File: src/logic/rx_testbus_defines.svh
// Widths, depths and register map of the receive-channel debug subsystem
// RX_FIFO_DEPTH must stay a power of two
// Every test bus word is RX_TESTBUS_W bits wide

`ifndef RX_TESTBUS_DEFINES_SVH
`define RX_TESTBUS_DEFINES_SVH

// Bus widths
`define RX_TESTBUS_W        20
`define RX_FIFO_DATA_W      16
`define RX_CFG_ADDR_W       4
`define RX_CFG_DATA_W       8

// FIFO and reset sequencer sizing
`define RX_FIFO_DEPTH       16
`define RX_HRDRST_DELAY     8      // Cycles that fifo_srst is held

// Register map
`define RX_CFG_ADDR_DP_SEL  4'd0   // tb_sel in bits 3..0
`define RX_CFG_ADDR_PCS_SEL 4'd1   // pcs_sel in bits 2..0, pcspma_sel in bit 3

`endif

File: src/logic/rx_testbus_pkg.sv
// Shared types of the receive-channel debug subsystem
// Selector codes not listed in tb_src_e drive a zero test bus

`default_nettype none

`include "rx_testbus_defines.svh"

package rx_testbus_pkg;

    // One status word on the internal test bus
    typedef logic [`RX_TESTBUS_W-1:0] testbus_t;

    // ------------------------------------------------------------------------
    // Test bus source selector codes
    // ------------------------------------------------------------------------
    typedef enum logic [3:0] {
        TB_FIFO1  = 4'd0,
        TB_FIFO2  = 4'd1,
        TB_TXCHNL = 4'd8,
        TB_AVMM   = 4'd9,
        TB_HRDRST = 4'd11,
        TB_PLD    = 4'd12,
        TB_DLL    = 4'd13
    } tb_src_e;

    // ------------------------------------------------------------------------
    // Hard-reset sequencer states
    // ------------------------------------------------------------------------
    typedef enum logic [1:0] {
        HR_IDLE  = 2'd0,
        HR_RESET = 2'd1,   // fifo_srst held high
        HR_DONE  = 2'd2    // Ack high until the request drops
    } hrdrst_state_e;

endpackage

`default_nettype wire

File: src/logic/rx_cfg_regs.sv
// Configuration registers behind a four-phase req/ack write port
// A new request must wait for cfg_ack low
// Writes to unmapped addresses are acknowledged and only logged

`timescale 1ns/100ps
`default_nettype none

`include "rx_testbus_defines.svh"

module rx_cfg_regs
    import rx_testbus_pkg::*;
(
    input  wire                        clk,
    input  wire                        reset,
    input  wire                        cfg_req,
    input  wire  [`RX_CFG_ADDR_W-1:0]  cfg_addr,
    input  wire  [`RX_CFG_DATA_W-1:0]  cfg_wdata,
    output logic                       cfg_ack,
    output tb_src_e                    tb_sel,
    output logic [2:0]                 pcs_sel,
    output logic                       pcspma_sel,
    output testbus_t                   avmm_testbus
);

    logic                      wr_fire;
    logic [7:0]                wr_cnt;      // Acknowledged writes, wraps
    logic [`RX_CFG_ADDR_W-1:0] last_addr;
    logic [7:0]                last_data;

    assign wr_fire = cfg_req && !cfg_ack;   // First cycle of a new request

    // ------------------------------------------------------------------------
    // Handshake
    // ------------------------------------------------------------------------
    always_ff @(posedge clk) begin
        if (reset) begin
            cfg_ack <= 1'b0;
        end else if (wr_fire) begin
            cfg_ack <= 1'b1;
        end else if (cfg_ack && !cfg_req) begin
            cfg_ack <= 1'b0;                // Host has released the request
        end
    end

    // ------------------------------------------------------------------------
    // Select fields and write record
    // ------------------------------------------------------------------------
    always_ff @(posedge clk) begin
        if (reset) begin
            tb_sel     <= TB_FIFO1;
            pcs_sel    <= 3'd0;
            pcspma_sel <= 1'b0;
            wr_cnt     <= 8'd0;
            last_addr  <= '0;
            last_data  <= 8'd0;
        end else if (wr_fire) begin
            case (cfg_addr)
                `RX_CFG_ADDR_DP_SEL: begin
                    tb_sel <= tb_src_e'(cfg_wdata[3:0]);
                end
                `RX_CFG_ADDR_PCS_SEL: begin
                    pcs_sel    <= cfg_wdata[2:0];
                    pcspma_sel <= cfg_wdata[3];
                end
                default: ;                  // Logged only
            endcase
            wr_cnt    <= wr_cnt + 8'd1;
            last_addr <= cfg_addr;
            last_data <= cfg_wdata[7:0];
        end
    end

    // Counter 19..12, address 11..8, data 7..0
    assign avmm_testbus = {wr_cnt, last_addr, last_data};

    // Ack only ever answers a request seen on the previous edge
    ack_needs_req: assert property (
        @(posedge clk) disable iff (reset)
        $rose(cfg_ack) |-> $past(cfg_req)
    );

endmodule

`default_nettype wire

File: src/logic/rx_fifo.sv
// First-word-fall-through receive FIFO, no back-pressure
// Writes into a full FIFO are dropped and set a sticky overflow flag
// DEPTH must be a power of two; the status word carries 5-bit count
// and 4-bit pointer fields, sized for the default depth of 16

`timescale 1ns/100ps
`default_nettype none

`include "rx_testbus_defines.svh"

module rx_fifo
    import rx_testbus_pkg::*;
#(
    parameter int DEPTH = `RX_FIFO_DEPTH
) (
    input  wire                         clk,
    input  wire                         reset,
    input  wire                         fifo_srst,
    input  wire                         rx_data_valid,
    input  wire  [`RX_FIFO_DATA_W-1:0]  rx_data,
    input  wire                         rx_rd_en,
    output logic [`RX_FIFO_DATA_W-1:0]  rx_rd_data,
    output logic                        rx_empty,
    output logic                        rx_full,
    output testbus_t                    fifo_testbus1,
    output testbus_t                    fifo_testbus2
);

    localparam int AW = $clog2(DEPTH);

    logic [`RX_FIFO_DATA_W-1:0] mem [DEPTH];
    logic [AW-1:0]              wr_ptr;
    logic [AW-1:0]              rd_ptr;
    logic [AW:0]                count;
    logic                       overflow;
    logic                       underflow;
    logic                       do_wr;
    logic                       do_rd;
    logic [4:0]                 count_fld;
    logic [3:0]                 wr_ptr_fld;
    logic [3:0]                 rd_ptr_fld;

    assign rx_full  = (count == (AW + 1)'(DEPTH));
    assign rx_empty = (count == '0);

    assign do_wr = rx_data_valid && !rx_full;
    assign do_rd = rx_rd_en && !rx_empty;

    // ------------------------------------------------------------------------
    // Storage, no reset on the payload
    // ------------------------------------------------------------------------
    always_ff @(posedge clk) begin
        if (do_wr) begin
            mem[wr_ptr] <= rx_data;
        end
    end

    assign rx_rd_data = mem[rd_ptr];   // Head word, valid while not empty

    // ------------------------------------------------------------------------
    // Pointers, count and sticky flags
    // ------------------------------------------------------------------------
    always_ff @(posedge clk) begin
        if (reset || fifo_srst) begin
            wr_ptr    <= '0;
            rd_ptr    <= '0;
            count     <= '0;
            overflow  <= 1'b0;
            underflow <= 1'b0;
        end else begin
            if (do_wr) begin
                wr_ptr <= wr_ptr + 1'b1;   // Wraps at DEPTH
            end
            if (do_rd) begin
                rd_ptr <= rd_ptr + 1'b1;
            end
            case ({do_wr, do_rd})
                2'b10:   count <= count + 1'b1;
                2'b01:   count <= count - 1'b1;
                default: ;                 // Both or neither
            endcase
            if (rx_data_valid && rx_full) overflow  <= 1'b1;
            if (rx_rd_en && rx_empty)     underflow <= 1'b1;
        end
    end

    // ------------------------------------------------------------------------
    // Status words
    // ------------------------------------------------------------------------
    assign count_fld  = 5'(count);
    assign wr_ptr_fld = 4'(wr_ptr);
    assign rd_ptr_fld = 4'(rd_ptr);

    assign fifo_testbus1 = {3'b000, rd_ptr_fld, wr_ptr_fld, underflow, overflow,
                            rx_empty, rx_full, count_fld};

    // Head word, zero while empty
    assign fifo_testbus2 = {4'b0000, rx_empty ? '0 : rx_rd_data};

    count_in_range: assert property (
        @(posedge clk) disable iff (reset)
        count <= (AW + 1)'(DEPTH)
    );

endmodule

`default_nettype wire

File: src/logic/rx_hrdrst_ctrl.sv
// Hard-reset sequencer with a four-phase request
// fifo_srst is held for RX_HRDRST_DELAY cycles, then ack rises
// Ack stays high until the request is withdrawn

`timescale 1ns/100ps
`default_nettype none

`include "rx_testbus_defines.svh"

module rx_hrdrst_ctrl
    import rx_testbus_pkg::*;
(
    input  wire       clk,
    input  wire       reset,
    input  wire       hrdrst_req,
    output logic      hrdrst_ack,
    output logic      fifo_srst,
    output testbus_t  hrdrst_testbus
);

    hrdrst_state_e state;
    logic [7:0]    dly_cnt;

    always_ff @(posedge clk) begin
        if (reset) begin
            state   <= HR_IDLE;
            dly_cnt <= 8'd0;
        end else begin
            case (state)
                HR_IDLE: begin
                    if (hrdrst_req) begin
                        state   <= HR_RESET;
                        dly_cnt <= 8'd0;
                    end
                end
                HR_RESET: begin
                    if (dly_cnt == 8'(`RX_HRDRST_DELAY - 1)) begin
                        state <= HR_DONE;
                    end else begin
                        dly_cnt <= dly_cnt + 8'd1;
                    end
                end
                HR_DONE: begin
                    if (!hrdrst_req) state <= HR_IDLE;   // Ack drops here
                end
                default: state <= HR_IDLE;
            endcase
        end
    end

    assign fifo_srst  = (state == HR_RESET);
    assign hrdrst_ack = (state == HR_DONE);

    // Zero 19..12, ack 11, req 10, counter 9..2, state 1..0
    assign hrdrst_testbus = {8'd0, hrdrst_ack, hrdrst_req, dly_cnt, state};

    // FIFO reset held for exactly RX_HRDRST_DELAY cycles before ack rises
    srst_held_before_ack: assert property (
        @(posedge clk) disable iff (reset)
        $rose(hrdrst_ack) |-> $past(fifo_srst, `RX_HRDRST_DELAY)
                              && !$past(fifo_srst, `RX_HRDRST_DELAY + 1)
    );

endmodule

`default_nettype wire

File: src/logic/rx_chnl_testbus.sv
// Receive channel test bus mux and direct-transfer bit slicer
// Purely combinational; unused selector codes give a zero word
// pcspma_sel low routes PMA test bits to the direct-transfer outputs

`timescale 1ns/100ps
`default_nettype none

`include "rx_testbus_defines.svh"

module rx_chnl_testbus
    import rx_testbus_pkg::*;
(
    input  tb_src_e      tb_sel,
    input  wire  [2:0]   pcs_sel,
    input  wire          pcspma_sel,
    input  testbus_t     fifo_testbus1,
    input  testbus_t     fifo_testbus2,
    input  testbus_t     hrdrst_testbus,
    input  testbus_t     avmm_testbus,
    input  testbus_t     tx_chnl_testbus,
    input  testbus_t     pld_test_data,
    input  wire  [7:0]   pld_pma_testbus,
    input  wire  [12:0]  oaibdftdll2core,
    output testbus_t     rx_chnl_testbus,
    output logic [1:0]   rx_direct_transfer_testbus,
    output logic         tx_direct_transfer_testbus
);

    logic       pcs_bit0;
    logic       pcs_bit1;
    logic       pcs_tx;
    logic [1:0] pma_pair;

    // ------------------------------------------------------------------------
    // Source select
    // ------------------------------------------------------------------------
    always_comb begin
        case (tb_sel)
            TB_FIFO1:  rx_chnl_testbus = fifo_testbus1;
            TB_FIFO2:  rx_chnl_testbus = fifo_testbus2;
            TB_TXCHNL: rx_chnl_testbus = tx_chnl_testbus;
            TB_AVMM:   rx_chnl_testbus = avmm_testbus;
            TB_HRDRST: rx_chnl_testbus = hrdrst_testbus;
            TB_PLD:    rx_chnl_testbus = pld_test_data;
            TB_DLL:    rx_chnl_testbus = {{(`RX_TESTBUS_W - 13){1'b0}}, oaibdftdll2core};
            default:   rx_chnl_testbus = '0;
        endcase
    end

    // ------------------------------------------------------------------------
    // PCS slice, three adjacent bits per pcs_sel step
    // ------------------------------------------------------------------------
    always_comb begin
        pcs_bit1 = rx_chnl_testbus[2];
        pcs_tx   = rx_chnl_testbus[1];
        pcs_bit0 = rx_chnl_testbus[0];
        case (pcs_sel)
            3'd1: {pcs_bit1, pcs_tx, pcs_bit0} = rx_chnl_testbus[5:3];
            3'd2: {pcs_bit1, pcs_tx, pcs_bit0} = rx_chnl_testbus[8:6];
            3'd3: {pcs_bit1, pcs_tx, pcs_bit0} = rx_chnl_testbus[11:9];
            3'd4: {pcs_bit1, pcs_tx, pcs_bit0} = rx_chnl_testbus[14:12];
            3'd5: {pcs_bit1, pcs_tx, pcs_bit0} = rx_chnl_testbus[17:15];
            3'd6: begin
                // Word has no bit 20, bit1 keeps the k = 0 source
                {pcs_tx, pcs_bit0} = rx_chnl_testbus[19:18];
            end
            default: ;                      // 0 and 7 take bits 2..0
        endcase
    end

    // PMA pair 2m+1..2m, m from the low two select bits
    assign pma_pair = pld_pma_testbus[{pcs_sel[1:0], 1'b0} +: 2];

    assign rx_direct_transfer_testbus[0] = pcspma_sel ? pcs_bit0 : pma_pair[0];
    assign tx_direct_transfer_testbus    = pcspma_sel ? pcs_tx   : pma_pair[1];
    assign rx_direct_transfer_testbus[1] = pcs_bit1;   // Never bypassed

endmodule

`default_nettype wire

File: src/logic/rx_chnl_debug_top.sv
// Receive channel debug subsystem top level
// Transmit-channel, PLD, PMA and DLL test words come in from outside

`timescale 1ns/100ps
`default_nettype none

`include "rx_testbus_defines.svh"

module rx_chnl_debug_top
    import rx_testbus_pkg::*;
(
    input  wire                         clk,
    input  wire                         reset,
    input  wire                         cfg_req,
    input  wire  [`RX_CFG_ADDR_W-1:0]   cfg_addr,
    input  wire  [`RX_CFG_DATA_W-1:0]   cfg_wdata,
    input  wire                         rx_data_valid,
    input  wire  [`RX_FIFO_DATA_W-1:0]  rx_data,
    input  wire                         rx_rd_en,
    input  wire                         hrdrst_req,
    input  testbus_t                    tx_chnl_testbus,
    input  testbus_t                    pld_test_data,
    input  wire  [7:0]                  pld_pma_testbus,
    input  wire  [12:0]                 oaibdftdll2core,
    output logic                        cfg_ack,
    output logic                        hrdrst_ack,
    output logic [`RX_FIFO_DATA_W-1:0]  rx_rd_data,
    output logic                        rx_empty,
    output logic                        rx_full,
    output testbus_t                    rx_chnl_testbus,
    output logic [1:0]                  rx_direct_transfer_testbus,
    output logic                        tx_direct_transfer_testbus
);

    tb_src_e    tb_sel;
    logic [2:0] pcs_sel;
    logic       pcspma_sel;
    logic       fifo_srst;
    testbus_t   avmm_testbus;
    testbus_t   fifo_testbus1;
    testbus_t   fifo_testbus2;
    testbus_t   hrdrst_testbus;

    rx_cfg_regs rx_cfg_regs_inst (
        .clk          (clk),
        .reset        (reset),
        .cfg_req      (cfg_req),
        .cfg_addr     (cfg_addr),
        .cfg_wdata    (cfg_wdata),
        .cfg_ack      (cfg_ack),
        .tb_sel       (tb_sel),
        .pcs_sel      (pcs_sel),
        .pcspma_sel   (pcspma_sel),
        .avmm_testbus (avmm_testbus)
    );

    rx_fifo #(
        .DEPTH (`RX_FIFO_DEPTH)
    ) rx_fifo_inst (
        .clk           (clk),
        .reset         (reset),
        .fifo_srst     (fifo_srst),
        .rx_data_valid (rx_data_valid),
        .rx_data       (rx_data),
        .rx_rd_en      (rx_rd_en),
        .rx_rd_data    (rx_rd_data),
        .rx_empty      (rx_empty),
        .rx_full       (rx_full),
        .fifo_testbus1 (fifo_testbus1),
        .fifo_testbus2 (fifo_testbus2)
    );

    rx_hrdrst_ctrl rx_hrdrst_ctrl_inst (
        .clk            (clk),
        .reset          (reset),
        .hrdrst_req     (hrdrst_req),
        .hrdrst_ack     (hrdrst_ack),
        .fifo_srst      (fifo_srst),
        .hrdrst_testbus (hrdrst_testbus)
    );

    rx_chnl_testbus rx_chnl_testbus_inst (
        .tb_sel                     (tb_sel),
        .pcs_sel                    (pcs_sel),
        .pcspma_sel                 (pcspma_sel),
        .fifo_testbus1              (fifo_testbus1),
        .fifo_testbus2              (fifo_testbus2),
        .hrdrst_testbus             (hrdrst_testbus),
        .avmm_testbus               (avmm_testbus),
        .tx_chnl_testbus            (tx_chnl_testbus),
        .pld_test_data              (pld_test_data),
        .pld_pma_testbus            (pld_pma_testbus),
        .oaibdftdll2core            (oaibdftdll2core),
        .rx_chnl_testbus            (rx_chnl_testbus),
        .rx_direct_transfer_testbus (rx_direct_transfer_testbus),
        .tx_direct_transfer_testbus (tx_direct_transfer_testbus)
    );

endmodule

`default_nettype wire

File: config.mk
export PLATFORM = sky130hd
export DESIGN_NAME = rx_chnl_debug_top
export DESIGN_NICKNAME = d
export VERILOG_FILES = /design/src/logic/rx_testbus_pkg.sv /design/src/logic/rx_cfg_regs.sv /design/src/logic/rx_fifo.sv /design/src/logic/rx_hrdrst_ctrl.sv /design/src/logic/rx_chnl_testbus.sv /design/src/logic/rx_chnl_debug_top.sv
export VERILOG_INCLUDE_DIRS = /design/src /design/src/logic
export SDC_FILE = /design/constraint.sdc
export NUM_CORES = 1
export LEC_CHECK = 0
export BUFFER_PORTS_ARGS = -buffer_cell sky130_fd_sc_hd__buf_2
export CAP_MARGIN = 10
export CORE_MARGIN = 4
export CORE_UTILIZATION = 53
export CTS_BUF_LIST = sky130_fd_sc_hd__clkbuf_8 sky130_fd_sc_hd__clkbuf_16
export CTS_CLUSTER_SIZE = 8
export DETAILED_ROUTE_END_ITERATION = 10
export HOLD_SLACK_MARGIN = 0.1
export PLACE_DENSITY = 0.71
export SLEW_MARGIN = 30
export SYNTH_ARGS = -nofsm -noshare
export SYNTH_HDL_FRONTEND = slang
export SYNTH_SLANG_ARGS = --single-unit
File: constraint.sdc
create_clock -name clk -period 5.4 [get_ports clk]
set_input_delay 0.54 -clock clk [delete_from_list [all_inputs] [get_ports clk]]
set_output_delay 0.54 -clock clk [all_outputs]
set_load 0.05 [all_outputs]
==> impl_metrics.tcl, run 1 <==
set metrics [dict create \
    outcome "finished clean" \
    hp-start "cfg_wdata[4]" \
    hold_end "rx_cfg_regs_inst.last_data[4]" \
    row_count 58 \
    power_density_mw_per_mm2 360.5 \
    wl_um 35950 \
    maxCapViolCount 0 \
    hold_viol 0 \
    path_max_fanout 27 \
    vias 8670 \
    insertion_delay_ns 0.55 \
    r2r_cells 13 \
    htreeDepth 2 \
    synthDistinctLibCells 66 \
    worst-path-buf-inv 2 \
    tightest_slew_ns 0.9131 \
    dp.cells 1296 \
    r2r_setup_slack_ns 2.13 \
    synthTopCellsByArea "edfxtp_1 (57%), mux4_2 (10%), dfxtp_1 (8.6%)" \
    cpMaxStageDelayCell "dfxtp_2" \
    synth_seq_cells 314 \
    grt_antenna_before_repair 2 \
    worst-setup-path-type "reg -> out" \
    finalSetupViolCount 0 \
    cp.required_ns 4.86 \
    grt_max_degree 46 \
    cts_hold_buffers 0 \
    path_clk_slew_ns 0.05 \
    r2r-end "rx_fifo_inst.count[4]" \
    cts_inserted_buffers 45 \
    drv_slew 0 \
    cts_buffer_depth 3 \
    fmax_mhz 227.4 \
    drive_gt1_share_pct 29.78 \
    ys_warn_count 0 \
    fp.dieH_um 167.2 \
    holdWs_ns 0.2546 \
    cts_tree "built" \
    cp-end-kind "primary output" \
    async_flop_share_pct 0 \
    clkSinkCount 314 \
    max-slew-margin-rel_pct 39.00 \
    yosysSeqAreaShare_pct 65.87 \
    finalNetCount 1124 \
    fin_crit_ns 4.398 \
    ys.flop_type "edfxtp_1" \
    critical-path-top-delay-family "compound AO/OA/AOI/OAI gates" \
    vias_per_cell 6.366 \
    firstDrtPassIters 8 \
    core_area_mm2 0.02504 \
    final-instance-count-excl-fill 1362 \
    ios 138 \
    synth-edff-count 256 \
    gr-total-overflow 0 \
    synth_top_area_cell "edfxtp_1" \
    worstHoldPathType "in -> reg" \
    synth_most_common_cell "edfxtp_1" \
    drcViolationCount 0 \
    grt_pass1_wl_um 53690 \
    gp_congestion 0.9331 \
    rsz0062_at_grt "false" \
    whs_path_depth 3 \
    place_area_mm2 0.01453 \
    synth_cells 855 \
    syn-cell-area_mm2 0.01343 \
    critPathMaxStageDelay_ns 0.72 \
    p_leak_nw 5.614 \
    drtAntennaViolNets 0 \
    synth_top_area_share_pct 57.22 \
    cp-start-kind "register" \
    track_usage_pct 25.44 \
    tns_ns 0 \
    die_w_um 167.2 \
    drt_iter0_markers 1163 \
    numPortBuffers 137 \
    wl_per_cell_um 26.39 \
    finish.utilization_pct 63.27 \
    hpwl_um 22830 \
    power.share.switching_pct 23.84 \
    post-cts-setup-buffer-count 0 \
    pwr-share-comb_pct 9.5 \
    p_switching_mw 1.362 \
    cp_cell_sequence "buf_4 -> mux4_2 -> a22oi_1 -> nand2_1 -> a221oi_1 -> a211o_1 -> a21oi_1 -> and2_1 -> buf_2" \
    ir_worst_vdd_v 0.0003156 \
    seqPwrFrac_pct 47.2 \
    cts-root-buf "clkbuf_16" \
    area_growth_pct 17.91 \
    post_cts_resized 0 \
    arrival_ns 3.86 \
    worstReg2RegStart "rx_fifo_inst.count[1]" \
    floorplan.initialDensity_pct 53.66 \
    period_share_pct 81.45 \
    clock_power_share_pct 43.3 \
    first_global_vias 8324 \
    intPower_mw 4.349 \
    synth_area_per_cell_um2 15.71 \
    fin_area_mm2 0.01584 \
    skew_ns 0.02617 \
    synth_common_cells "edfxtp_1 (256), nor2_1 (76), mux4_2 (61)" \
    dieArea_mm2 0.02796 \
    syn_nets 963 \
]
==> worst register-to-register path, cell delays in order, from the launching register on <==
cell	delay (ns)
dfxtp_1	0.35
nor4_1	0.65
and2_1	0.37
nor2b_1	0.20
inv_1	0.09
ha_1	0.22
inv_1	0.10
fa_1	0.40
inv_1	0.07
a21o_1	0.11
a21oi_1	0.07
xnor2_1	0.13
or3_1	0.30
a21oi_1	0.13
==> layout make-up <==
| cell class | count | area, um2 |
|---|---|---|
| antenna | 1 | 2.502 |
| fill | 1840 | 9196 |
| tap | 330 | 412.9 |
| clock buffer | 46 | 1140 |
| timing repair buffer | 168 | 942.2 |
| multi-input combinational | 467 | 4307 |
| sequential | 314 | 8853 |
| inverter | 20 | 75.07 |
| clock inverter | 16 | 107.6 |
==> metal layers <==
metal	track usage [%]	routed length, um	vias up
met2	39.96	17000	565
met3	5.949	3918	67
li1	-	-	3700
met5	0	11	-
met4	7.692	1040	2
met1	36.05	13970	4336
==> cells in the final DEF, fill, tap and decap left out, types with 23 or more instances in the layout <==
| cell | synthesis | final |
|---|---|---|
| a21oi_1 | 23 | 23 |
| edfxtp_1 | 256 | 256 |
| mux4_2 | 61 | 61 |
| buf_4 | 5 | 29 |
| nor2_1 | 76 | 64 |
| buf_2 | 10 | 137 |
| inv_1 | 20 | 32 |
| dfxtp_1 | 58 | 56 |
| mux2i_1 | 36 | 36 |
| clkbuf_16 | 0 | 45 |
| nand2_1 | 54 | 54 |
==> cell families (layout without fill, tap and decap cells) <==
group,after synthesis,in the layout,synth area share (%)
AO/OA/AOI/OAI,110,110,6.203
other,0,1,0
adder cells (fa/ha/maj),13,13,1.267
flip-flops,314,314,65.87
multiplexers,107,107,14.75
XOR/XNOR,19,19,1.239
AND/OR/NAND/NOR,218,218,7.954
buffers and inverters,74,250,2.720
==> stage by stage <==
stage / worst slack [ns] / total power [mW]
2_1_floorplan: 0.8588 / 3.101
3_3_place_gp: 1.548 / 3.265
3_5_place_dp: 1.536 / 3.271
4_1_cts: 0.9534 / 5.747
5_1_grt: 0.8871 / 5.915
6_report: 1.002 / 5.710
==> registers in the layout, indices dropped and copies added (netlist names), 4 cells and up, named ones only <==
signal                       cells
rx_hrdrst_ctrl_inst.dly_cnt      8
rx_fifo_inst.rd_ptr              4
rx_fifo_inst.wr_ptr              4
rx_cfg_regs_inst.tb_sel          4
rx_cfg_regs_inst.wr_cnt          8
rx_fifo_inst.count               5
rx_cfg_regs_inst.last_data       8
rx_cfg_regs_inst.last_addr       4
rx_fifo_inst.mem               256
==> worst max-delay path by stage <==
stage | endpoint | slack (ns) | cells past startpoint
2_1_floorplan | tx_direct_transfer_testbus | 0.86 | 8
3_3_place_gp | rx_direct_transfer_testbus[0] | 1.55 | 7
3_5_place_dp | rx_direct_transfer_testbus[0] | 1.54 | 7
4_1_cts | rx_direct_transfer_testbus[1] | 0.95 | 8
5_1_grt | rx_direct_transfer_testbus[1] | 0.89 | 9
6_report | rx_direct_transfer_testbus[1] | 1.00 | 9
==> power by group through the flow <==
stage                     Combinational (mW)  Sequential (mW)  Clock, mW
final                                  0.543             2.69       2.47
after floorplan                        0.379             2.72          0
after CTS                              0.522             2.71       2.52
after global placement                 0.514             2.75          0
after global routing                   0.577             2.69       2.64
after detailed placement               0.518             2.75          0
No activity file was read; power rests on OpenSTA's default activity.
==> inputs of run 2 (changes only) <==
==> constraint.sdc (replaced) <==
create_clock -name clk -period 4.2 [get_ports clk]
set_input_delay 0.42 -clock clk [delete_from_list [all_inputs] [get_ports clk]]
set_output_delay 0.42 -clock clk [all_outputs]
set_load 0.05 [all_outputs]
==> run 2 against run 1 <==
Against the previous run:
- first-iteration DRC count is 17% lower
- critical endpoint is now rx_direct_transfer_testbus[0]
- non-clock buffer count increased by 1
- wire length shrank 1.5%
==> impl_metrics.tcl, run 2 (synthesis results as in run 1) <==
set metrics [dict create \
    fin_crit_ns 3.963 \
    insertion_delay_ns 0.54 \
    drtAntennaViolNets 0 \
    hold_viol 0 \
    cp-start-kind "register" \
    p_leak_nw 5.607 \
    wl_um 35400 \
    place_area_mm2 0.01459 \
    fp.dieH_um 167.2 \
    cts_buffer_depth 3 \
    finalSetupViolCount 0 \
    cp-end-kind "primary output" \
    gr-total-overflow 0 \
    firstDrtPassIters 6 \
    grt_antenna_before_repair 1 \
    first_global_vias 8271 \
    skew_ns 0.01223 \
    cts_tree "built" \
    cts_inserted_buffers 45 \
    dieArea_mm2 0.02796 \
    numPortBuffers 137 \
    gp_congestion 0.9842 \
    track_usage_pct 25.07 \
    maxCapViolCount 0 \
    die_w_um 167.2 \
    dp.cells 1300 \
    vias 8455 \
    arrival_ns 3.54 \
    r2r_setup_slack_ns 0.91 \
    core_area_mm2 0.02504 \
    drcViolationCount 0 \
    htreeDepth 2 \
    ios 138 \
    final_common_cell "edfxtp_1" \
    final-instance-count-excl-fill 1360 \
    finalNetCount 1125 \
    clkSinkCount 314 \
    power.total_mw 7.304 \
    hpwl_um 22730 \
    cts-root-buf "clkbuf_16" \
    cp.required_ns 3.78 \
    row_count 58 \
    worst-setup-path-type "reg -> out" \
    drive_gt1_share_pct 30.03 \
    top_register "rx_fifo_inst.mem" \
    outcome "finished clean" \
    drt_iter0_markers 967 \
    drv_slew 0 \
    area_growth_pct 17.69 \
    layout_common_cells "edfxtp_1 (256), buf_2 (137), nor2_1 (64)" \
    rsz0062_at_grt "false" \
    nFillCells 1790 \
    tns_ns 0 \
    path_max_fanout 22 \
    post-cts-setup-buffer-count 0 \
    worstHoldPathType "in -> reg" \
    grt_pass1_wl_um 52770 \
    power_density_mw_per_mm2 462.0 \
    fmax_mhz 252.3 \
    grt_max_degree 37 \
    path_clk_slew_ns 0.05 \
    finish.utilization_pct 63.15 \
    period_share_pct 94.36 \
    ir_worst_vdd_v 0.0003101 \
    floorplan.initialDensity_pct 53.66 \
    post_cts_resized 0 \
    tightest_slew_ns 0.9158 \
    fin_area_mm2 0.01581 \
    vias_per_cell 6.217 \
    max-slew-margin-rel_pct 38.61 \
    largest_reg_flops 256 \
    cts_hold_buffers 0 \
    wl_per_cell_um 26.03 \
]
## run 2: worst paths after layout
kind	depth (start not counted)	end	start
setup reg to reg	13	rx_fifo_inst.count[4]	rx_fifo_inst.count[1]
setup / recovery	8	rx_direct_transfer_testbus[0]	register
hold reg to reg	2	rx_fifo_inst.overflow	rx_fifo_inst.overflow
hold / removal	3	rx_cfg_regs_inst.last_data[7]	cfg_wdata[7]
## run 2: layout make-up
type / count / area (um2) / share of cell area [%]
timing repair buffer: 169 / 950.9 / 6.015
clock inverter: 14 / 88.84 / 0.5619
clock buffer: 45 / 1126 / 7.122
inverter: 20 / 75.07 / 0.4748
sequential: 314 / 8857 / 56.02
multi-input combinational: 467 / 4297 / 27.18
antenna: 1 / 2.502 / 0.01583
tap: 330 / 412.9 / 2.612
## run 2: metrics by stage
stage | worst slack, ns | hold WS, ns
after global placement | 0.6578 | 0.4526
after global routing | 0.03272 | 0.1438
after floorplan | 0.1443 | 0.4366
after detailed placement | 0.6491 | 0.4709
final | 0.2369 | 0.1333
after CTS | 0.1084 | 0.1215
## run 2: critical path, stage by stage (launching register included)
cell	delay, ns
dfxtp_4	0.60
buf_4	0.39
mux4_2	0.54
mux2_2	0.26
o21ai_0	0.32
nor4_1	0.11
nor4_1	0.39
o22ai_1	0.16
buf_2	0.24
## run 2: where the power goes
part           internal [mW]  total (mW)  switching [mW]
combinational          0.247       0.694           0.446
clock                   1.90        3.14            1.24
sequential              3.42        3.47          0.0491
total                   5.57        7.30            1.74
## run 2: per-layer routing
metal / track usage, % / wire length [um] / vias to the layer above
met2: 39.98 / 16940 / 482
met5: 0 / 0 / -
met3: 5.689 / 3258 / 63
met1: 34.54 / 14130 / 4204
li1: - / - / 3706
met4: 8.821 / 1069 / 0
